$ cat src/rtl/fb_defines.svh
`ifndef FB_DEFINES_SVH
`define FB_DEFINES_SVH

// frame store geometry
`define FB_NUM_SLOTS    3
`define FB_ADDR_W       21
`define FB_FRAME_W      640
`define FB_FRAME_H      480

// gap left after each frame so bursts never run into the next slot
`define FB_BURST        32
`define FB_SLOT_STRIDE  (`FB_FRAME_W * `FB_FRAME_H + `FB_BURST)

// cycles to wait after memory init before touching the buffers
`define FB_START_DELAY  152

`endif

$ cat src/rtl/fb_pkg.sv
`default_nettype none

`include "fb_defines.svh"

package fb_pkg;

    typedef logic [`FB_ADDR_W-1:0] fb_addr_t;

    typedef logic [1:0] fb_slot_idx_t;

    typedef enum logic [2:0] {
        AVAILABLE,
        WRITE_BUSY,
        READ_BUSY,
        DISPLAYED,
        UPDATED
    } slot_state_e;

    typedef enum logic [2:0] {
        IDLE,
        WAIT_READY,
        LOCK,
        START,
        BUSY,
        RELEASE_LOCK,
        RELEASE
    } stream_state_e;

    // slot i occupies bits [3*i +: 3]
    typedef logic [`FB_NUM_SLOTS*3-1:0] slot_states_t;

endpackage

`default_nettype wire

$ cat src/rtl/fb_start_delay.sv
`timescale 1ns/1ps
`default_nettype none

`include "fb_defines.svh"

module fb_start_delay (
    input  logic clk,
    input  logic rst_n,
    input  logic init_done_i,
    output logic ready_o
);

    localparam int CNT_W = $clog2(`FB_START_DELAY + 1);
    localparam logic [CNT_W-1:0] DELAY = CNT_W'(`FB_START_DELAY);

    logic [CNT_W-1:0] cnt_q;

    // saturates at the delay, so ready stays up for good
    always_ff @(posedge clk or negedge rst_n) begin
        if (!rst_n) begin
            cnt_q <= '0;
        end else if (init_done_i && !ready_o) begin
            cnt_q <= cnt_q + 1'b1;
        end
    end

    assign ready_o = (cnt_q == DELAY);

endmodule

`default_nettype wire

$ cat src/rtl/fb_stream_seq.sv
`timescale 1ns/1ps
`default_nettype none

module fb_stream_seq (
    input  logic clk,
    input  logic rst_n,
    input  logic ready_i,
    input  logic grant_i,
    input  logic done_i,
    output logic lock_req_o,
    output logic start_o,
    output logic release_phase_o
);

    import fb_pkg::*;

    stream_state_e state_q;
    stream_state_e state_d;

    always_ff @(posedge clk or negedge rst_n) begin
        if (!rst_n) begin
            state_q <= IDLE;
        end else begin
            state_q <= state_d;
        end
    end

    always_comb begin
        state_d = state_q;
        case (state_q)
            IDLE: begin
                state_d = WAIT_READY;
            end
            WAIT_READY: begin
                if (ready_i) begin
                    state_d = LOCK;
                end
            end
            LOCK: begin
                // broker claims a slot in the grant cycle
                if (grant_i) begin
                    state_d = START;
                end
            end
            START: begin
                state_d = BUSY;
            end
            BUSY: begin
                if (done_i) begin
                    state_d = RELEASE_LOCK;
                end
            end
            RELEASE_LOCK: begin
                if (grant_i) begin
                    state_d = RELEASE;
                end
            end
            RELEASE: begin
                state_d = IDLE;
            end
            default: begin
                state_d = IDLE;
            end
        endcase
    end

    assign lock_req_o      = (state_q == LOCK) || (state_q == RELEASE_LOCK);
    assign release_phase_o = (state_q == RELEASE_LOCK);
    assign start_o         = (state_q == START);

    a_grant_has_req: assert property (@(posedge clk) disable iff (!rst_n)
        grant_i |-> lock_req_o)
        else $error("grant without a pending lock request");

    // done from outside BUSY is dropped
    a_done_in_busy: assert property (@(posedge clk) disable iff (!rst_n)
        done_i |-> (state_q == BUSY))
        else $warning("done strobe ignored outside BUSY");

endmodule

`default_nettype wire

$ cat src/rtl/fb_buffer_broker.sv
`timescale 1ns/1ps
`default_nettype none

`include "fb_defines.svh"

module fb_buffer_broker (
    input  logic                     clk,
    input  logic                     rst_n,
    input  logic                     wr_lock_req_i,
    input  logic                     rd_lock_req_i,
    input  logic                     wr_release_i,
    input  logic                     rd_release_i,
    input  fb_pkg::slot_states_t     slot_states_i,
    output logic                     wr_grant_o,
    output logic                     rd_grant_o,
    output logic [`FB_NUM_SLOTS-1:0] claim_wr_o,
    output logic [`FB_NUM_SLOTS-1:0] claim_rd_o,
    output logic [`FB_NUM_SLOTS-1:0] release_wr_o,
    output logic [`FB_NUM_SLOTS-1:0] release_rd_o
);

    import fb_pkg::*;

    localparam int ST_W = $bits(slot_state_e);

    // set when the reader wins a tie
    logic         rr_rd_q;
    fb_slot_idx_t wr_idx_q;
    fb_slot_idx_t rd_idx_q;
    logic         wr_found;
    logic         rd_found;
    fb_slot_idx_t wr_sel;
    fb_slot_idx_t rd_sel;
    logic         wr_claim;
    logic         rd_claim;

    // {found, index} of the best slot for the given class order
    function automatic logic [2:0] pick_slot(
        input slot_states_t states,
        input slot_state_e  first,
        input slot_state_e  second,
        input slot_state_e  third
    );
        slot_state_e order [3];
        logic [2:0]  hit;
        order[0] = first;
        order[1] = second;
        order[2] = third;
        hit = '0;
        // weakest class and highest index first, later matches win
        for (int c = 2; c >= 0; c--) begin
            for (int i = `FB_NUM_SLOTS - 1; i >= 0; i--) begin
                if (states[i*ST_W +: ST_W] == order[c]) begin
                    hit = {1'b1, fb_slot_idx_t'(i)};
                end
            end
        end
        return hit;
    endfunction

    assign {wr_found, wr_sel} = pick_slot(slot_states_i, DISPLAYED, AVAILABLE, UPDATED);
    assign {rd_found, rd_sel} = pick_slot(slot_states_i, UPDATED, AVAILABLE, DISPLAYED);

    assign wr_grant_o = wr_lock_req_i && (!rd_lock_req_i || !rr_rd_q);
    assign rd_grant_o = rd_lock_req_i && (!wr_lock_req_i || rr_rd_q);

    assign wr_claim = wr_grant_o && !wr_release_i;
    assign rd_claim = rd_grant_o && !rd_release_i;

    always_comb begin
        claim_wr_o   = '0;
        claim_rd_o   = '0;
        release_wr_o = '0;
        release_rd_o = '0;
        if (wr_claim) begin
            claim_wr_o[wr_sel] = 1'b1;
        end
        if (wr_grant_o && wr_release_i) begin
            release_wr_o[wr_idx_q] = 1'b1;
        end
        if (rd_claim) begin
            claim_rd_o[rd_sel] = 1'b1;
        end
        if (rd_grant_o && rd_release_i) begin
            release_rd_o[rd_idx_q] = 1'b1;
        end
    end

    always_ff @(posedge clk or negedge rst_n) begin
        if (!rst_n) begin
            rr_rd_q  <= 1'b0;
            wr_idx_q <= '0;
            rd_idx_q <= '0;
        end else begin
            if (wr_grant_o) begin
                rr_rd_q <= 1'b1;
            end else if (rd_grant_o) begin
                rr_rd_q <= 1'b0;
            end
            if (wr_claim) begin
                wr_idx_q <= wr_sel;
            end
            if (rd_claim) begin
                rd_idx_q <= rd_sel;
            end
        end
    end

    // three slots and two streams leave one slot free at every claim
    a_claim_finds_slot: assert property (@(posedge clk) disable iff (!rst_n)
        (wr_claim |-> wr_found) and (rd_claim |-> rd_found))
        else $error("claim found no free slot");

endmodule

`default_nettype wire

$ cat src/rtl/fb_slot.sv
`timescale 1ns/1ps
`default_nettype none

`include "fb_defines.svh"

module fb_slot #(
    parameter int SLOT_INDEX = 0
) (
    input  logic                clk,
    input  logic                rst_n,
    input  logic                claim_wr_i,
    input  logic                claim_rd_i,
    input  logic                release_wr_i,
    input  logic                release_rd_i,
    output fb_pkg::slot_state_e state_o,
    output fb_pkg::fb_addr_t    base_o
);

    import fb_pkg::*;

    localparam fb_addr_t BASE = fb_addr_t'(SLOT_INDEX * `FB_SLOT_STRIDE);

    slot_state_e state_q;

    // broker grants one stream per cycle, so at most one strobe is set
    always_ff @(posedge clk or negedge rst_n) begin
        if (!rst_n) begin
            state_q <= AVAILABLE;
        end else if (claim_wr_i) begin
            state_q <= WRITE_BUSY;
        end else if (claim_rd_i) begin
            state_q <= READ_BUSY;
        end else if (release_wr_i) begin
            state_q <= UPDATED;
        end else if (release_rd_i) begin
            state_q <= DISPLAYED;
        end
    end

    assign state_o = state_q;
    assign base_o  = BASE;

    a_release_matches: assert property (@(posedge clk) disable iff (!rst_n)
        (release_wr_i |-> state_q == WRITE_BUSY) and
        (release_rd_i |-> state_q == READ_BUSY))
        else $error("release hit slot %0d in state %s", SLOT_INDEX, state_q.name());

endmodule

`default_nettype wire

$ cat src/rtl/fb_slot_collect.sv
`timescale 1ns/1ps
`default_nettype none

`include "fb_defines.svh"

module fb_slot_collect (
    input  logic                     clk,
    input  logic                     rst_n,
    input  fb_pkg::slot_state_e      slot_state_i [`FB_NUM_SLOTS],
    input  fb_pkg::fb_addr_t         slot_base_i [`FB_NUM_SLOTS],
    input  logic [`FB_NUM_SLOTS-1:0] claim_wr_i,
    input  logic [`FB_NUM_SLOTS-1:0] claim_rd_i,
    output fb_pkg::slot_states_t     slot_states_o,
    output fb_pkg::fb_addr_t         wr_base_o,
    output fb_pkg::fb_addr_t         rd_base_o
);

    import fb_pkg::*;

    localparam int ST_W = $bits(slot_state_e);

    fb_addr_t wr_base_d;
    fb_addr_t rd_base_d;

    always_comb begin
        for (int i = 0; i < `FB_NUM_SLOTS; i++) begin
            slot_states_o[i*ST_W +: ST_W] = slot_state_i[i];
        end
    end

    // base of the claimed slot, held until the next claim
    always_comb begin
        wr_base_d = wr_base_o;
        rd_base_d = rd_base_o;
        for (int i = 0; i < `FB_NUM_SLOTS; i++) begin
            if (claim_wr_i[i]) begin
                wr_base_d = slot_base_i[i];
            end
            if (claim_rd_i[i]) begin
                rd_base_d = slot_base_i[i];
            end
        end
    end

    always_ff @(posedge clk or negedge rst_n) begin
        if (!rst_n) begin
            wr_base_o <= '0;
            rd_base_o <= '0;
        end else begin
            wr_base_o <= wr_base_d;
            rd_base_o <= rd_base_d;
        end
    end

endmodule

`default_nettype wire

$ cat src/rtl/fb_manager.sv
`timescale 1ns/1ps
`default_nettype none

`include "fb_defines.svh"

module fb_manager (
    input  logic             clk,
    input  logic             rst_n,
    input  logic             init_done_i,
    input  logic             wr_done_i,
    input  logic             rd_done_i,
    output logic             wr_start_o,
    output logic             rd_start_o,
    output fb_pkg::fb_addr_t wr_base_o,
    output fb_pkg::fb_addr_t rd_base_o
);

    import fb_pkg::*;

    logic                     ready;
    logic                     wr_lock_req;
    logic                     rd_lock_req;
    logic                     wr_release;
    logic                     rd_release;
    logic                     wr_grant;
    logic                     rd_grant;
    logic [`FB_NUM_SLOTS-1:0] claim_wr;
    logic [`FB_NUM_SLOTS-1:0] claim_rd;
    logic [`FB_NUM_SLOTS-1:0] release_wr;
    logic [`FB_NUM_SLOTS-1:0] release_rd;
    slot_state_e              slot_state [`FB_NUM_SLOTS];
    fb_addr_t                 slot_base [`FB_NUM_SLOTS];
    slot_states_t             slot_states;

    fb_start_delay u_start_delay (
        .clk         (clk),
        .rst_n       (rst_n),
        .init_done_i (init_done_i),
        .ready_o     (ready)
    );

    fb_stream_seq u_wr_seq (
        .clk             (clk),
        .rst_n           (rst_n),
        .ready_i         (ready),
        .grant_i         (wr_grant),
        .done_i          (wr_done_i),
        .lock_req_o      (wr_lock_req),
        .start_o         (wr_start_o),
        .release_phase_o (wr_release)
    );

    fb_stream_seq u_rd_seq (
        .clk             (clk),
        .rst_n           (rst_n),
        .ready_i         (ready),
        .grant_i         (rd_grant),
        .done_i          (rd_done_i),
        .lock_req_o      (rd_lock_req),
        .start_o         (rd_start_o),
        .release_phase_o (rd_release)
    );

    fb_buffer_broker u_broker (
        .clk           (clk),
        .rst_n         (rst_n),
        .wr_lock_req_i (wr_lock_req),
        .rd_lock_req_i (rd_lock_req),
        .wr_release_i  (wr_release),
        .rd_release_i  (rd_release),
        .slot_states_i (slot_states),
        .wr_grant_o    (wr_grant),
        .rd_grant_o    (rd_grant),
        .claim_wr_o    (claim_wr),
        .claim_rd_o    (claim_rd),
        .release_wr_o  (release_wr),
        .release_rd_o  (release_rd)
    );

    for (genvar g = 0; g < `FB_NUM_SLOTS; g++) begin : g_slot
        fb_slot #(
            .SLOT_INDEX (g)
        ) u_slot (
            .clk          (clk),
            .rst_n        (rst_n),
            .claim_wr_i   (claim_wr[g]),
            .claim_rd_i   (claim_rd[g]),
            .release_wr_i (release_wr[g]),
            .release_rd_i (release_rd[g]),
            .state_o      (slot_state[g]),
            .base_o       (slot_base[g])
        );
    end

    fb_slot_collect u_collect (
        .clk           (clk),
        .rst_n         (rst_n),
        .slot_state_i  (slot_state),
        .slot_base_i   (slot_base),
        .claim_wr_i    (claim_wr),
        .claim_rd_i    (claim_rd),
        .slot_states_o (slot_states),
        .wr_base_o     (wr_base_o),
        .rd_base_o     (rd_base_o)
    );

endmodule

`default_nettype wire

$ cat config.mk
export PLATFORM = sky130hd
export DESIGN_NAME = fb_manager
export DESIGN_NICKNAME = d
export VERILOG_FILES = /design/src/rtl/fb_pkg.sv /design/src/rtl/fb_start_delay.sv /design/src/rtl/fb_stream_seq.sv /design/src/rtl/fb_buffer_broker.sv /design/src/rtl/fb_slot.sv /design/src/rtl/fb_slot_collect.sv /design/src/rtl/fb_manager.sv
export VERILOG_INCLUDE_DIRS = /design/src /design/src/rtl
export SDC_FILE = /design/constraint.sdc
export NUM_CORES = 1
export LEC_CHECK = 0
export ABC_AREA = 1
export BUFFER_PORTS_ARGS = -buffer_cell sky130_fd_sc_hd__buf_2
export CAP_MARGIN = 20
export CELL_PAD_IN_SITES_DETAIL_PLACEMENT = 1
export CELL_PAD_IN_SITES_GLOBAL_PLACEMENT = 1
export CORE_MARGIN = 2
export CORE_UTILIZATION = 39
export CTS_CLUSTER_SIZE = 20
export DETAILED_ROUTE_END_ITERATION = 8
export HOLD_SLACK_MARGIN = 0.02
export PLACE_DENSITY_LB_ADDON = 0.12
export REMOVE_ABC_BUFFERS = 1
export SYNTH_ARGS = -nofsm -noshare
export SYNTH_HDL_FRONTEND = slang
export SYNTH_SLANG_ARGS = --single-unit
$ cat constraint.sdc
create_clock -name clk -period 1.71 [get_ports clk]
set_clock_uncertainty 0.05 [all_clocks]
set_input_delay 0.4275 -clock clk [delete_from_list [all_inputs] [get_ports clk]]
set_output_delay 0.4275 -clock clk [all_outputs]
set_load 0.05 [all_outputs]
==> flow_metrics.env <==
export IMPL_drtPass1Iterations=4
export IMPL_crit_slowest_cell="dfrtp_1"
export IMPL_antenna_found_initial=0
export IMPL_rsz0062_at_grt="yes"
export IMPL_drt_iter0_drc=37
export IMPL_via_per_inst=4.57
export IMPL_io_buffers=24
export IMPL_irDropWorstVdd_uv=1070
export IMPL_synth_most_common_cell="nand2_1"
export IMPL_start_util_pct=41.0
export IMPL_timing_final_crit_share_pct=96.8
export IMPL_htree_num_levels=2
export IMPL_cts_buffers_inserted=5
export IMPL_grt_pass1_vias=1677
export IMPL_grt_use_met2_pct=25.3
export IMPL_die_w_um=78.0
export IMPL_insertion_delay_ns=0.28
export IMPL_ys_flop_type="dfrtp_1"
export IMPL_drc=0
export IMPL_final_nets=311
export IMPL_setup_viol=0
export IMPL_dieHeight_um=78.0
export IMPL_grt_max_degree=35
export IMPL_period_needed_ns=1.66
export IMPL_power_density_mw_per_mm2=2140
export IMPL_synth_edf_count=0
export IMPL_syn_avg_cell_area_um2=7.79
export IMPL_numClockSinks=34
export IMPL_area_growth_pct=12.1
export IMPL_ios=49
export IMPL_fin_util_pct=46.0
export IMPL_p_leak_nw=1.35
export IMPL_track_usage_pct=16.1
export IMPL_max_freq_mhz=604
export IMPL_cp_max_fo=4
export IMPL_synthCells=274
export IMPL_ys_types=27
export IMPL_synth_area_leaders="dfrtp_1, buf_4, nand2_1"
export IMPL_worstPathArrival_ns=1.18
export IMPL_cts_tree="built"
export IMPL_cp_end_kind="output pin"
export IMPL_synth_common_cells="nand2_1, inv_1, buf_4, dfrtp_1, nor2_1"
export IMPL_drtAntennaViolNets=0
export IMPL_overflow=0
export IMPL_antenna_cells=0
export IMPL_cpLargestDelayFamily="flip-flops"
export IMPL_path_class="reg -> out"
export IMPL_wire_per_inst_um=12.2
export IMPL_fill_cells=689
export IMPL_drive_above_1_share_pct=23.7
export IMPL_route_vias_total=1710
export IMPL_crit_required_ns=1.23
export IMPL_maxCapViolations=0
export IMPL_fin_hold_ws_ns=0.119
export IMPL_crit_chain="inv_2 -> nand2_1 -> nor2_2 -> buf_6"
export IMPL_final_max_slew_violation_count=0
export IMPL_status="completed"
export IMPL_core_mm2=0.00520
export IMPL_ys_seq_elements=34
export IMPL_grt_pass1_wl_um=7780
export IMPL_yosysWarnings=0
export IMPL_async_reset_ff_share_pct=100
export IMPL_hold_viol_final=0
export IMPL_cp_start_kind="register"
export IMPL_ys_seq_area_share_pct=39.9
export IMPL_gp_congestion=0.746
export IMPL_min_path_type="in -> async"
export IMPL_grtUsageMet3_pct=3.95
export IMPL_cts_root_buf="clkbuf_8"
export IMPL_clk_pin_slew_worst_paths_ns=0.07
export IMPL_holdBufCountCts=0
export IMPL_clock_path_buffers=2
export IMPL_dieArea_mm2=0.00608
export IMPL_critPathMaxStageDelay_ns=0.39
export IMPL_busiest_layer="met2"
export IMPL_rows=26
export IMPL_synth_top_cell_by_area="dfrtp_1"
export IMPL_netlist_area_mm2=0.00213
export IMPL_wl_um=4580
export IMPL_critPathBufInv=2
export IMPL_hpwl_um=3400
export IMPL_use_met1_pct=22.0
export IMPL_synth_top_area_share_pct=39.9
[power by group]
part / internal [mW] / switching (mW)
clock: 0.279 / 0.292
combinational: 0.914 / 2.13
sequential: 1.18 / 0.335
total: 2.37 / 2.76
[sequential cells by signal, summed over array words and instances, names as in the netlist]
register / count
g_slot.u_slot.state_o: 9
u_start_delay.cnt_q: 8
u_collect.rd_base_o: 3
u_collect.wr_base_o: 3
u_rd_seq.state_q: 3
u_wr_seq.state_q: 3
u_broker.rd_idx_q: 2
u_broker.wr_idx_q: 2
u_broker.rr_rd_q: 1
[through the flow]
step	cell area (µm²)	power, mW	TNS [ns]	instances	setup slack [ns]
floorplan	1950	3.66	-4.65	261	-0.261
global placement	2170	4.25	0	357	0.00378
detailed placement	2170	4.30	-0.0253	357	-0.0253
CTS	2270	4.94	0	365	0.00850
global route	2390	5.60	-0.0568	374	-0.0324
finish	2390	5.13	0	374	0.0549
[logic make-up (layout without fill, tap and decap cells)]
group           Yosys count  in the layout  share of synthesized area (%)
flops                    34             34                           39.9
other cells               1             24                          0.176
compound gates           21             21                           6.62
fa+ha+maj                 2              2                           1.17
buf+inv                  74             81                           19.3
simple gates            136            136                           30.4
xor+xnor                  6              6                           2.46
[worst reg2reg max path: stages (launching register included)]
cell and delay (ns):
dfrtp_1 0.41, inv_1 0.13, nand2_2 0.10, o21ai_4 0.21
buf_4 0.15, nand3_1 0.07, nand2_1 0.11, or2_1 0.16
nor2_1 0.05, a21oi_1 0.12
[metal layers]
metal  wire, µm  share of wire [%]
met1       2310                 50
met2       2000                 44
met5          0                  0
met4         43               0.94
met3        230                5.0
[worst paths after layout]
path,depth (start not counted),slack [ns],endpoint,startpoint
setup / recovery,4,0.05,wr_start_o,u_wr_seq.state_q[2]
hold / removal,2,0.12,u_wr_seq.state_q[0],rst_n
setup reg to reg,9,0.08,u_wr_seq.state_q[1],u_wr_seq.state_q[1]
hold reg to reg,1,0.44,u_start_delay.cnt_q[4],u_start_delay.cnt_q[4]
max in group asynchronous,2,1.15,u_rd_seq.state_q[1],rst_n
min in group clk,3,0.39,u_start_delay.cnt_q[2],init_done_i
[layout make-up]
| type | count | area [µm²] | share of cell area, % |
|---|---|---|---|
| Tap cell | 70 | 87.6 | 3.66 |
| Multi-Input combinational cell | 189 | 1010 | 42.1 |
| Sequential cell | 34 | 852 | 35.6 |
| Inverter | 38 | 143 | 5.96 |
| Timing Repair Buffer | 36 | 223 | 9.31 |
| Clock inverter | 1 | 7.51 | 0.314 |
| Clock buffer | 6 | 72.6 | 3.03 |
[cells in the final DEF (no fill, tap or decap)]
cell        count
nand4_1        11
o21bai_1        1
buf_2          22
clkbuf_1        1
nand3_2         5
nor2_4          1
a21oi_2         1
ha_1            2
dfrtp_1        33
nand2_2         7
nand3_4         2
buf_4          12
clkinvlp_4      1
nand2_1        62
nor2_2          5
nand2_4         1
o21ai_1         1
o21ai_0        11
or2_1           1
nand3_1        18
nor2_1         17
o21ai_4         1
xnor2_1         2
dfrtp_2         1
clkbuf_8        5
a21boi_1        1
a21oi_4         1
nor3_1          4
conb_1         24
o211ai_1        2
nand4_2         1
inv_1          35
a21oi_1         2
xor2_1          4
buf_6           2
inv_2           3
nand4_4         1
[timing repair]
| action | in CTS | in global routing |
|---|---|---|
| pin swaps | 0 | 4 |
| buffers inserted | 1 | 9 |
| endpoints found under the setup margin | 3 | 14 |
| resized for setup | 5 | 17 |
Note: power is estimated with default switching activity, not from simulation.
